## src/common/bmem_pkg.sv

```systemverilog
`default_nettype none

package bmem_pkg;

    // Byte address on both the cache side and the memory side
    localparam int ADDR_W = 32;

    // One memory beat
    localparam int BEAT_W = 64;

    // One cache line
    localparam int LINE_W = 256;

    // Beats needed to move one line
    localparam int BURST_BEATS = LINE_W / BEAT_W;

    // A line seen either as one word or as its memory beats.
    // Beat 0 sits in the least significant bits.
    typedef union packed {
        logic [LINE_W-1:0]                  word;
        logic [BURST_BEATS-1:0][BEAT_W-1:0] beats;
    } line_u;

endpackage

`default_nettype wire

```

## src/common/arb_pkg.sv

```systemverilog
`default_nettype none

package arb_pkg;

    // Source numbers, also used as pending slot index
    localparam logic SRC_INST = 1'b0;
    localparam logic SRC_DATA = 1'b1;

    localparam int NUM_SRC = 2;

    // Counts beats within one burst
    localparam int BEAT_CNT_W = 2;

    // Index of the final beat of a burst
    localparam logic [BEAT_CNT_W-1:0] LAST_BEAT_IDX =
        BEAT_CNT_W'(bmem_pkg::BURST_BEATS - 1);

endpackage

`default_nettype wire

```

## src/hw/cache_arbiter/request_select.sv

```systemverilog
`default_nettype none

module request_select (
    input  logic                              clk,
    input  logic                              rst,
    input  logic [bmem_pkg::ADDR_W-1:0]       inst_addr,
    input  logic                              inst_read,
    input  logic [bmem_pkg::ADDR_W-1:0]       data_addr,
    input  logic                              data_read,
    input  logic                              data_write,
    input  logic [bmem_pkg::LINE_W-1:0]       data_wdata,
    input  logic [arb_pkg::NUM_SRC-1:0]       src_busy,
    output logic [bmem_pkg::ADDR_W-1:0]       bmem_addr,
    output logic                              bmem_read,
    output logic                              bmem_write,
    output logic [bmem_pkg::BEAT_W-1:0]       bmem_wdata,
    output logic                              issue_valid,
    output logic                              issue_src,
    output logic [bmem_pkg::ADDR_W-1:0]       issue_addr,
    output logic                              wr_done
);

    logic                             inst_new;
    logic                             data_new;
    logic                             data_go;
    logic                             wr_start;
    logic                             data_deferred;
    logic                             wr_active;
    logic [arb_pkg::BEAT_CNT_W-1:0]   wr_cnt;
    logic [arb_pkg::BEAT_CNT_W-1:0]   beat_idx;
    bmem_pkg::line_u                  wline;

    // A request counts as new only when nothing of its own is outstanding
    assign inst_new = inst_read && !src_busy[arb_pkg::SRC_INST] && !wr_active && !data_deferred;
    assign data_new = (data_read || data_write) && !src_busy[arb_pkg::SRC_DATA]
                      && !wr_active && !data_deferred;

    // Data goes now if it was held back last cycle or has no competitor
    assign data_go  = data_deferred || (data_new && !inst_new);
    assign wr_start = data_go && data_write;

    always_ff @(posedge clk) begin
        if (rst) begin
            data_deferred <= 1'b0;
            wr_active     <= 1'b0;
            wr_cnt        <= '0;
        end else begin
            // Lost a tie, so it goes out next cycle
            data_deferred <= inst_new && data_new;
            if (wr_start) begin
                wr_active <= 1'b1;
                wr_cnt    <= (arb_pkg::BEAT_CNT_W)'(1);
            end else if (wr_active) begin
                wr_cnt <= wr_cnt + (arb_pkg::BEAT_CNT_W)'(1);
                if (wr_cnt == arb_pkg::LAST_BEAT_IDX) begin
                    wr_active <= 1'b0;
                end
            end
        end
    end

    // Beat 0 leaves in the start cycle, the rest follow from the counter
    assign wline.word = data_wdata;
    assign beat_idx   = wr_active ? wr_cnt : '0;
    assign bmem_wdata = wline.beats[beat_idx];
    assign wr_done    = wr_active && (wr_cnt == arb_pkg::LAST_BEAT_IDX);

    always_comb begin
        bmem_addr  = inst_addr;
        bmem_read  = 1'b0;
        bmem_write = 1'b0;
        issue_src  = arb_pkg::SRC_INST;
        if (wr_active) begin
            bmem_addr  = data_addr;
            bmem_write = 1'b1;
        end else if (data_go) begin
            bmem_addr  = data_addr;
            bmem_read  = data_read;
            bmem_write = data_write;
            issue_src  = arb_pkg::SRC_DATA;
        end else if (inst_new) begin
            bmem_read = 1'b1;
        end
    end

    // Only reads need a pending slot
    assign issue_valid = bmem_read;
    assign issue_addr  = bmem_addr;

    a_rd_wr_excl: assert property (@(posedge clk) disable iff (rst)
        !(bmem_read && bmem_write));

    // The losing data request must reach memory one cycle later
    a_defer_next: assert property (@(posedge clk) disable iff (rst)
        (inst_new && data_new) |=> ((bmem_read || bmem_write) && bmem_addr == data_addr));

endmodule

`default_nettype wire

```

## src/hw/cache_arbiter/pending_table.sv

```systemverilog
`default_nettype none

module pending_table (
    input  logic                          clk,
    input  logic                          rst,
    input  logic                          issue_valid,
    input  logic                          issue_src,
    input  logic [bmem_pkg::ADDR_W-1:0]   issue_addr,
    input  logic                          last_beat,
    input  logic [bmem_pkg::ADDR_W-1:0]   beat_raddr,
    output logic [arb_pkg::NUM_SRC-1:0]   src_busy,
    output logic                          hit_valid,
    output logic                          hit_src
);

    // One slot per source, each side has at most one read in flight
    logic [arb_pkg::NUM_SRC-1:0]  slot_valid;
    logic [bmem_pkg::ADDR_W-1:0]  slot_addr [arb_pkg::NUM_SRC];
    logic [arb_pkg::NUM_SRC-1:0]  slot_match;

    always_comb begin
        for (int i = 0; i < arb_pkg::NUM_SRC; i++) begin
            slot_match[i] = slot_valid[i] && (slot_addr[i] == beat_raddr);
        end
    end

    // Only the final beat of a line completes a read
    assign hit_valid = last_beat && (|slot_match);
    assign hit_src   = slot_match[arb_pkg::SRC_INST] ? arb_pkg::SRC_INST : arb_pkg::SRC_DATA;

    assign src_busy = slot_valid;

    always_ff @(posedge clk) begin
        if (rst) begin
            slot_valid <= '0;
        end else begin
            if (hit_valid) begin
                slot_valid[hit_src] <= 1'b0;
            end
            // Issue and retire never hit the same slot
            if (issue_valid) begin
                slot_valid[issue_src] <= 1'b1;
            end
        end
    end

    always_ff @(posedge clk) begin
        if (issue_valid) begin
            slot_addr[issue_src] <= issue_addr;
        end
    end

    a_issue_free: assert property (@(posedge clk) disable iff (rst)
        issue_valid |-> !slot_valid[issue_src]);

    // Every returning line must belong to exactly one outstanding read
    a_last_match: assert property (@(posedge clk) disable iff (rst)
        last_beat |-> $onehot(slot_match));

endmodule

`default_nettype wire

```

## src/hw/cache_arbiter/line_assembler.sv

```systemverilog
`default_nettype none

module line_assembler (
    input  logic                          clk,
    input  logic                          rst,
    input  logic                          bmem_rvalid,
    input  logic [bmem_pkg::ADDR_W-1:0]   bmem_raddr,
    input  logic [bmem_pkg::BEAT_W-1:0]   bmem_rdata,
    input  logic                          hit_valid,
    input  logic                          hit_src,
    input  logic                          wr_done,
    output logic                          last_beat,
    output logic [bmem_pkg::ADDR_W-1:0]   beat_raddr,
    output logic [bmem_pkg::LINE_W-1:0]   inst_rdata,
    output logic                          inst_resp,
    output logic [bmem_pkg::LINE_W-1:0]   data_rdata,
    output logic                          data_resp
);

    logic [arb_pkg::BEAT_CNT_W-1:0]  beat_cnt;
    logic [bmem_pkg::BEAT_W-1:0]     beat_buf [bmem_pkg::BURST_BEATS-1];
    bmem_pkg::line_u                 line;

    // Lines never interleave, so one counter tracks the current burst
    always_ff @(posedge clk) begin
        if (rst) begin
            beat_cnt <= '0;
        end else if (bmem_rvalid) begin
            beat_cnt <= beat_cnt + (arb_pkg::BEAT_CNT_W)'(1);
        end
    end

    // The last beat is forwarded, so only the first three are stored
    always_ff @(posedge clk) begin
        if (bmem_rvalid && beat_cnt != arb_pkg::LAST_BEAT_IDX) begin
            beat_buf[beat_cnt] <= bmem_rdata;
        end
    end

    assign last_beat  = bmem_rvalid && (beat_cnt == arb_pkg::LAST_BEAT_IDX);
    assign beat_raddr = bmem_raddr;

    always_comb begin
        for (int i = 0; i < bmem_pkg::BURST_BEATS - 1; i++) begin
            line.beats[i] = beat_buf[i];
        end
        line.beats[bmem_pkg::BURST_BEATS-1] = bmem_rdata;
    end

    // Both sides see the line, the resp pulse tells who owns it
    assign inst_rdata = line.word;
    assign data_rdata = line.word;
    assign inst_resp  = hit_valid && (hit_src == arb_pkg::SRC_INST);
    assign data_resp  = (hit_valid && (hit_src == arb_pkg::SRC_DATA)) || wr_done;

    // Data side cannot have a read and a write finishing together
    a_data_resp_once: assert property (@(posedge clk) disable iff (rst)
        !(hit_valid && hit_src == arb_pkg::SRC_DATA && wr_done));

endmodule

`default_nettype wire

```

## src/hw/cache_arbiter/cache_arbiter.sv

```systemverilog
`default_nettype none

module cache_arbiter (
    input  logic                          clk,
    input  logic                          rst,
    input  logic [bmem_pkg::ADDR_W-1:0]   inst_addr,
    input  logic                          inst_read,
    output logic [bmem_pkg::LINE_W-1:0]   inst_rdata,
    output logic                          inst_resp,
    input  logic [bmem_pkg::ADDR_W-1:0]   data_addr,
    input  logic                          data_read,
    input  logic                          data_write,
    input  logic [bmem_pkg::LINE_W-1:0]   data_wdata,
    output logic [bmem_pkg::LINE_W-1:0]   data_rdata,
    output logic                          data_resp,
    output logic [bmem_pkg::ADDR_W-1:0]   bmem_addr,
    output logic                          bmem_read,
    output logic                          bmem_write,
    output logic [bmem_pkg::BEAT_W-1:0]   bmem_wdata,
    input  logic                          bmem_rvalid,
    input  logic [bmem_pkg::ADDR_W-1:0]   bmem_raddr,
    input  logic [bmem_pkg::BEAT_W-1:0]   bmem_rdata
);

    logic [arb_pkg::NUM_SRC-1:0]  src_busy;
    logic                         issue_valid;
    logic                         issue_src;
    logic [bmem_pkg::ADDR_W-1:0]  issue_addr;
    logic                         wr_done;
    logic                         last_beat;
    logic [bmem_pkg::ADDR_W-1:0]  beat_raddr;
    logic                         hit_valid;
    logic                         hit_src;

    request_select u_request_select (
        .clk        (clk),
        .rst        (rst),
        .inst_addr  (inst_addr),
        .inst_read  (inst_read),
        .data_addr  (data_addr),
        .data_read  (data_read),
        .data_write (data_write),
        .data_wdata (data_wdata),
        .src_busy   (src_busy),
        .bmem_addr  (bmem_addr),
        .bmem_read  (bmem_read),
        .bmem_write (bmem_write),
        .bmem_wdata (bmem_wdata),
        .issue_valid(issue_valid),
        .issue_src  (issue_src),
        .issue_addr (issue_addr),
        .wr_done    (wr_done)
    );

    pending_table u_pending_table (
        .clk        (clk),
        .rst        (rst),
        .issue_valid(issue_valid),
        .issue_src  (issue_src),
        .issue_addr (issue_addr),
        .last_beat  (last_beat),
        .beat_raddr (beat_raddr),
        .src_busy   (src_busy),
        .hit_valid  (hit_valid),
        .hit_src    (hit_src)
    );

    line_assembler u_line_assembler (
        .clk        (clk),
        .rst        (rst),
        .bmem_rvalid(bmem_rvalid),
        .bmem_raddr (bmem_raddr),
        .bmem_rdata (bmem_rdata),
        .hit_valid  (hit_valid),
        .hit_src    (hit_src),
        .wr_done    (wr_done),
        .last_beat  (last_beat),
        .beat_raddr (beat_raddr),
        .inst_rdata (inst_rdata),
        .inst_resp  (inst_resp),
        .data_rdata (data_rdata),
        .data_resp  (data_resp)
    );

endmodule

`default_nettype wire

```

## config.mk

```make
export PLATFORM = sky130hd
export DESIGN_NAME = cache_arbiter
export DESIGN_NICKNAME = d
export VERILOG_FILES = /design/src/common/bmem_pkg.sv /design/src/common/arb_pkg.sv /design/src/hw/cache_arbiter/request_select.sv /design/src/hw/cache_arbiter/pending_table.sv /design/src/hw/cache_arbiter/line_assembler.sv /design/src/hw/cache_arbiter/cache_arbiter.sv
export SDC_FILE = /design/constraint.sdc
export NUM_CORES = 1
export LEC_CHECK = 0
export BUFFER_PORTS_ARGS = -buffer_cell sky130_fd_sc_hd__buf_4
export CORE_AREA = 2 2 402 404
export DETAILED_ROUTE_END_ITERATION = 10
export DIE_AREA = 0 0 404 406
export GPL_ROUTABILITY_DRIVEN = 0
export PLACE_DENSITY = 0.3
export SLEW_MARGIN = 20
export SYNTH_ARGS = -nofsm -noshare
export SYNTH_HDL_FRONTEND = slang
export SYNTH_SLANG_ARGS = --single-unit
```

## constraint.sdc

```tcl
create_clock -name clk -period 3.99 [get_ports clk]
set_input_delay 0 -clock clk [delete_from_list [all_inputs] [get_ports clk]]
set_output_delay 0 -clock clk [all_outputs]
set_load 0.01 [all_outputs]
```

# Yosys cells after proc, flatten, opt, wreduce, memory -nomap -nowiden
# Memory sizes are Yosys's and may differ from the RTL's.
# Cells that the tools add are included.
[totals]
reg_bits = 8
ramBits = 256
inputBits = 422
output_inout_bits = 612
elab_cells = 82
n_memories = 2
[classes]
add_sub_neg = 2
n_lt_le_gt_ge = 5
eq_ne = 5
muxes = 29
bitwise_logic = 3
reduce_logical = 30
[memory_table]
columns = ["name", "words", "width", "read_ports", "rd_ports_with_merged_regs", "wr", "line", "rtl"]
rows = [
  ["u_line_assembler.beat_buf", 3, 64, 3, 0, 1, "line_assembler.sv:21", "logic [bmem_pkg::BEAT_W-1:0] beat_buf [bmem_pkg::BURST_BEATS-1];"],
  ["u_pending_table.slot_addr", 2, 32, 2, 0, 1, "pending_table.sv:18", "logic [bmem_pkg::ADDR_W-1:0] slot_addr [arb_pkg::NUM_SRC];"],
]
[ops]
columns = ["cell", "count"]
rows = [
  ["64-bit binary-select mux with 2-bit select", 1],
  ["32-bit equality test", 2],
  ["32-bit 2-to-1 mux", 2],
  ["64-bit 2-to-1 mux", 1],
  ["1-bit logical AND", 19],
  ["1-bit 2-to-1 mux", 19],
  ["2-bit 2-to-1 mux", 4],
  ["1-bit logical NOT", 5],
  ["2-bit by 1-bit adder with 2-bit output (second input constant)", 2],
  ["2-bit equality test (second input constant)", 2],
  ["1-bit by 2-bit < comparator with 1-bit output (second input constant)", 2],
  ["2-bit OR reduction", 2],
  ["1-bit logical OR", 3],
  ["2-bit by 3-bit < comparator with 1-bit output (second input constant)", 1],
  ["2-bit bitwise AND", 1],
  ["1-bit demux with 1-bit select", 2],
  ["1-bit greater-or-equal comparator (second input constant)", 2],
  ["2-bit inequality test (second input constant)", 1],
  ["2-bit inverter", 1],
  ["2-bit bitwise OR", 1],
  ["2-bit nonzero test", 1],
]

# Logic depth before layout (Yosys ltp)
[depth]
ltp_word = 15
depth_mapped = 6
depth_no_buf = 5

# Modules after synthesis
# A second synthesis with hierarchy kept.
[hier_totals]
cells_unflattened = 1209
area_unflattened_um2 = 14303.7
[by_module_without_submodules]
columns = ["module", "instances", "cells_each", "area_each_um2", "seq_area_each_um2"]
rows = [
  ["line_assembler", 1, 563, 8579.5, 5805.6],
  ["request_select", 1, 467, 2899.0, 80.1],
  ["pending_table", 1, 179, 2825.2, 1961.9],
]

# Worst setup path before layout
# Ideal clock, no wire load.
[synth_timing]
path_type = "register -> register"
start = "register u_request_select.wr_active"
end = "register u_pending_table.slot_valid (netlist bit u_pending_table.src_busy[1])"
setup_ns = 0.120
arrival_time_ns = 2.785
required_time_ns = 3.870
setup_slack_ns = 1.086
stages_incl_launch_ff = 6
n_path_buf = 0
synth_period_minus_slack_ns = 2.904
cell_sequence = "dfxtp_1 > nor4b_4 > nor2_1 > o21ai_0 > inv_1 > o221a_1"
[synth_via]
elab_chain_cells = 14
elab_cells_between_ends = 20
cone_classes = "order compare: 2; mux: 8; bitwise: 1; reduce/logical: 9"
[synth_lines]
columns = ["element", "line", "rtl"]
rows = [
  ["from (decl)", "request_select.sv:28", "logic wr_active;"],
  ["from (signal assigned)", "request_select.sv:45", "wr_active <= 1'b0;"],
  ["from (signal assigned)", "request_select.sv:51", "wr_active <= 1'b1;"],
  ["from (signal assigned)", "request_select.sv:56", "wr_active <= 1'b0;"],
  ["1-bit logical NOT", "request_select.sv:34, request_select.sv:36", ""],
  ["1-bit logical AND (2 in a row)", "request_select.sv:34", "assign inst_new = inst_read && !src_busy[arb_pkg::SRC_INST] && !wr_active && !data_deferred;"],
  ["1-bit logical NOT", "request_select.sv:39", "assign data_go = data_deferred || (data_new && !inst_new);"],
  ["1-bit logical AND", "request_select.sv:39", ""],
  ["1-bit logical OR", "request_select.sv:39", ""],
  ["1-bit 2-to-1 mux", "request_select.sv:76", "end else if (data_go) begin"],
  ["1-bit 2-to-1 mux", "request_select.sv:73", "if (wr_active) begin"],
  ["1-bit by 2-bit < comparator with 1-bit output (not written as such) / 1-bit greater-or-equal comparator (equally long branches)", "pending_table.sv:42", "slot_valid[issue_src] <= 1'b1;"],
  ["1-bit logical AND (not written as such)", "pending_table.sv:42", ""],
  ["1-bit 2-to-1 mux (not written as such)", "pending_table.sv:42", ""],
  ["1-bit demux with 1-bit select", "n/a", ""],
  ["2-bit bitwise OR (no line)", "n/a", ""],
  ["2-bit 2-to-1 mux *", "pending_table.sv:41", "if (issue_valid) begin"],
  ["to (signal assigned)", "pending_table.sv:35", "slot_valid <= '0;"],
  ["to (signal, indexed assignment)", "pending_table.sv:38", "slot_valid[hit_src] <= 1'b0;"],
  ["to (signal, indexed assignment)", "pending_table.sv:42", ""],
  ["to (decl)", "pending_table.sv:17", "logic [arb_pkg::NUM_SRC-1:0] slot_valid;"],
]
# Every way passes the cells marked *; elsewhere a longest branch is shown, timed or not.
# A chain may end at the register's enable or synchronous reset.

==> flow_results.org <==
** Synthesis
- XOR/XNOR Fraction of Synth Area :: 4.224%
- After synthesis, the largest family of logic cells by area is buffers and inverters.
- Synth Net Count :: 1560
- Share of the synthesized area in the top cell type :: 56.17%
- Mux share of post-synthesis cell area :: 2.788%
- The share of the Yosys chip area taken by registers is 57.34%.
- Each instance of the synthesized netlist takes up on average 12.08 µm².
- The synthesized netlist devotes about a tenth of its cell area to simple gates.
- Dominant cells by area after synthesis :: sky130_fd_sc_hd__edfxtp_1 56%, sky130_fd_sc_hd__buf_4 18%, sky130_fd_sc_hd__xnor2_1 3.8%
- Adder-cell share of the synthesized area :: 0.4571%
- In this run, synthesis inferred about 260 flip-flops with an integrated enable.
- Yosys Warn Count :: 0
- Synth Register Bits :: 264
- Counting flops with an async set or reset pin after synthesis yields a share of 0%.
- Post-synth top flop :: sky130_fd_sc_hd__edfxtp_1
- Yosys mapped the design onto 37 distinct sky130hd cell types.
- In the synthesized netlist, the number of instances is 1133.
- sky130_fd_sc_hd__edfxtp_1 takes more of the synthesized area than any other cell.
- Post-synthesis instance area :: 0.01369 mm²
- Fraction of the mapped netlist area in compound gates :: 6.884%

** Placed design
- Instance area after placement :: roughly 0.022 mm²
- Placement-stage worst setup slack :: between 1 and 1.5 ns
- Port buffering added about 1000 buffers.
- Post-DP HPWL :: 85250 µm
- Once placement completed, the tool counted placed cells totaling between 3000 and 4000.

** Clock network
- Number of setup buffers added after CTS :: 0
- Post-cts gate resize count :: 0
- In this run the clock root is driven by a sky130_fd_sc_hd__clkbuf_16.
- Counting along the longest clock path gives a buffer depth of 3.
- Clk sink count :: 264
- Hold repair after CTS inserted 136 buffers.
- Clock buffer count from CTS :: 40
- Clock-pin slew was measured on the worst setup and hold paths at ~0.05 ns.
- The clock tree synthesis step divided the H-tree into 2 levels.
- TritonCTS clock tree :: yes
- Worst skew pair latency :: 0.62 ns

** Finish
- For this run, the number of standard cells in the final layout without fillers is roughly 4000.
- Leading cell types in the layout, fill and taps excluded :: 1045 x sky130_fd_sc_hd__buf_4, 256 x sky130_fd_sc_hd__edfxtp_1, 136 x sky130_fd_sc_hd__nand2_1, 136 x sky130_fd_sc_hd__dlygate4sd3_1, 66 x sky130_fd_sc_hd__nor2b_1
- Growth of design area from synthesis to finish :: 78.08%
- Final standard cell utilization of the core :: 15.27%
- Most common library cell in the layout ignoring fill and taps :: sky130_fd_sc_hd__buf_4
- The net count of the finished layout is around 2400.
- Post-route cell area :: approximately 0.024 mm²
- Ratio of cells with drive above 1 in the final layout :: 56.78%

** Worst setup path
- Largest stage delay on the critical path :: roughly 0.53 ns
- The slowest stage of the critical path is the sky130_fd_sc_hd__or4_4 cell.
- Nature of the critical path startpoint :: flop
- STA puts the critical path data required time at 3.99 ns.
- The signal on the critical path passes through xnor2_1, nand4_1, or4_4, nor4_4, o21ai_0, buf_4.
- In this run the worst path has a maximum fanout of 2.
- STA puts the critical path data arrival time at 3.00 ns.
- The worst setup path is of the flop to output port kind.
- STA classifies the critical path endpoint as an output port.

** Floorplanning
- Horizontal extent of the die :: around 400 µm
- Initial Utilization :: 8.572%
- The core region is 0.1596 mm².
- The floorplan has 147 rows.
- 1034 I/O pins were placed.
- Die Ht :: roughly 410 µm
- The floorplan step defined a die boundary enclosing 0.1640 mm².

** Global routing
- GRT Total Usage :: 11.53%
- Global-route wire length before repair :: 123700 µm
- The number of antenna violations at the first check in global routing was 37.
- Number of global-route vias before repair :: 12270
- Entering global routing, the biggest net connects 74 pins.
- After global routing the overflow that remains totals 0.

** STA
- Setup slack on the critical path of the routed design comes to ~0.99 ns.
- Setup repair after global routing left no endpoint under its margin.
- Slew Viols, Final :: 0
- Setup TNS :: 0 ns
- Measured against its own limit, the worst slew margin works out to between 40% and 50%.
- Clock period minus final worst setup slack :: 3.001 ns
- Slew at the pin with the worst max-slew slack :: 0.8698 ns
- Clock tree skew after final layout :: 0.05052 ns
- Setup violations remaining at the end of the flow were counted as 0.
- The number of hold-slack violations in the final timing report came to 0.
- Based on the critical path, the design can be clocked at up to 333.3 MHz.
- Of the available clock period, the critical path in the final layout requires ~75%.

** Detailed routing
- After detailed routing, the number of vias per cell comes to 2.921.
- The first detailed-routing pass took 4 iterations.
- Total vias in the final route :: between 10000 and 15000
- After detailed routing, the average wire length per cell comes to ~24 µm.
- Wires add up to slightly above 100000 µm.
- The count of nets left with antenna violations once routing finished came out at 0.
- Drc violations :: 0
- In this run, the number of DRC markers left after iteration 0 of detailed routing was 566.

** Worst hold path
- The worst hold path belongs to the class primary input to flop.

** Pwr
- Summed over all cells, the static leakage comes to approximately 9.8 nW.
- Dividing total power by cell area gives a power density of 386.0 mW/mm².
- Worst vdd rail ir drop :: roughly 0.23 mV

** Outcome
- Outcome :: finished, final reports clean

** Run
- Across the run, the number of max-cap violations was 0.
## path summary, 6_finish.rpt
check / startpoint / end / slack [ns] / depth (start not counted)
worst max-delay path: u_pending_table.slot_addr[0][31]$_DFFE_PP_ / data_resp / 0.99 / 6
worst min-delay path: bmem_raddr[29] / u_pending_table.src_busy[0]$_SDFF_PP0_ / 0.09 / 6
worst max register to register: u_request_select.wr_active$_SDFF_PP0_ / u_pending_table.slot_addr[0][22]$_DFFE_PP_ / 1.02 / 5
worst min register to register: u_line_assembler.beat_cnt[1]$_SDFFE_PP0P_ / u_line_assembler.beat_cnt[1]$_SDFFE_PP0P_ / 0.56 / 2
## layout make-up
cell class                 instances  area (µm²)
tap                             2086        2610
fill                           17950      135300
sequential                       264        7851
clock buffer                      47        1027
antenna                            7       17.52
clock inverter                    27       287.8
multi-input combinational        500        3276
timing repair buffer            1185        9286
inverter                           4       15.01
## synthesized netlist by cell type (all sizes together) (6+ instances only)
cell    count
xor2        6
a211oi     64
edfxtp    256
nand4      18
a31oi      64
nor2b      66
clkbuf     36
buf       329
xnor2      60
nor2        6
mux2       33
dfxtp       8
nand2     138
## through the flow
step | power [mW] | hold slack, ns
after floorplan | 4.438 | 0.06907
after global placement | 5.793 | 0.2197
after detailed placement | 5.778 | 0.2218
after CTS | 9.689 | 0.06857
after global routing | 9.866 | 0.08711
final | 9.408 | 0.09234
## routing by layer
layer	up-vias	share of wire, %	track usage, %
met2	616	53	21.54
met3	116	8.0	3.887
met1	5844	36	12.07
li1	5455	-	-
met5	-	0.021	0
met4	4	2.9	3.574
## worst max-delay path, delay by kind of cell, from the launching register on
kind | cells | cell delay [ns]
buffers and inverters | 1 | 0.21
AND/OR/NAND/NOR | 3 | 1.10
XOR/XNOR | 1 | 0.47
flip-flops | 1 | 0.38
AO/OA/AOI/OAI | 1 | 0.24
## state kept, by name, indices dropped and copies added, names as in the netlist
register,flops
u_request_select.data_deferred,1
u_pending_table.src_busy,2
u_line_assembler.beat_buf,192
u_pending_table.slot_addr,64
u_request_select.wr_active,1
u_line_assembler.beat_cnt,2
u_request_select.wr_cnt,2
## report_power, final
group,switching (mW),total [mW],internal (mW)
clock,1.53,3.60,2.07
combinational,1.21,2.32,1.12
sequential,0.169,3.48,3.31
total,2.91,9.41,6.50
## cell families after synthesis
| family | Yosys count |
|---|---|
| XOR/XNOR | 66 |
| AND/OR/NAND/NOR | 257 |
| multiplexers | 34 |
| buffers and inverters | 369 |
| flip-flops | 264 |
| AO/OA/AOI/OAI | 138 |
| adder cells (fa/ha/maj) | 5 |
No activity file was read; power rests on OpenSTA's default activity.
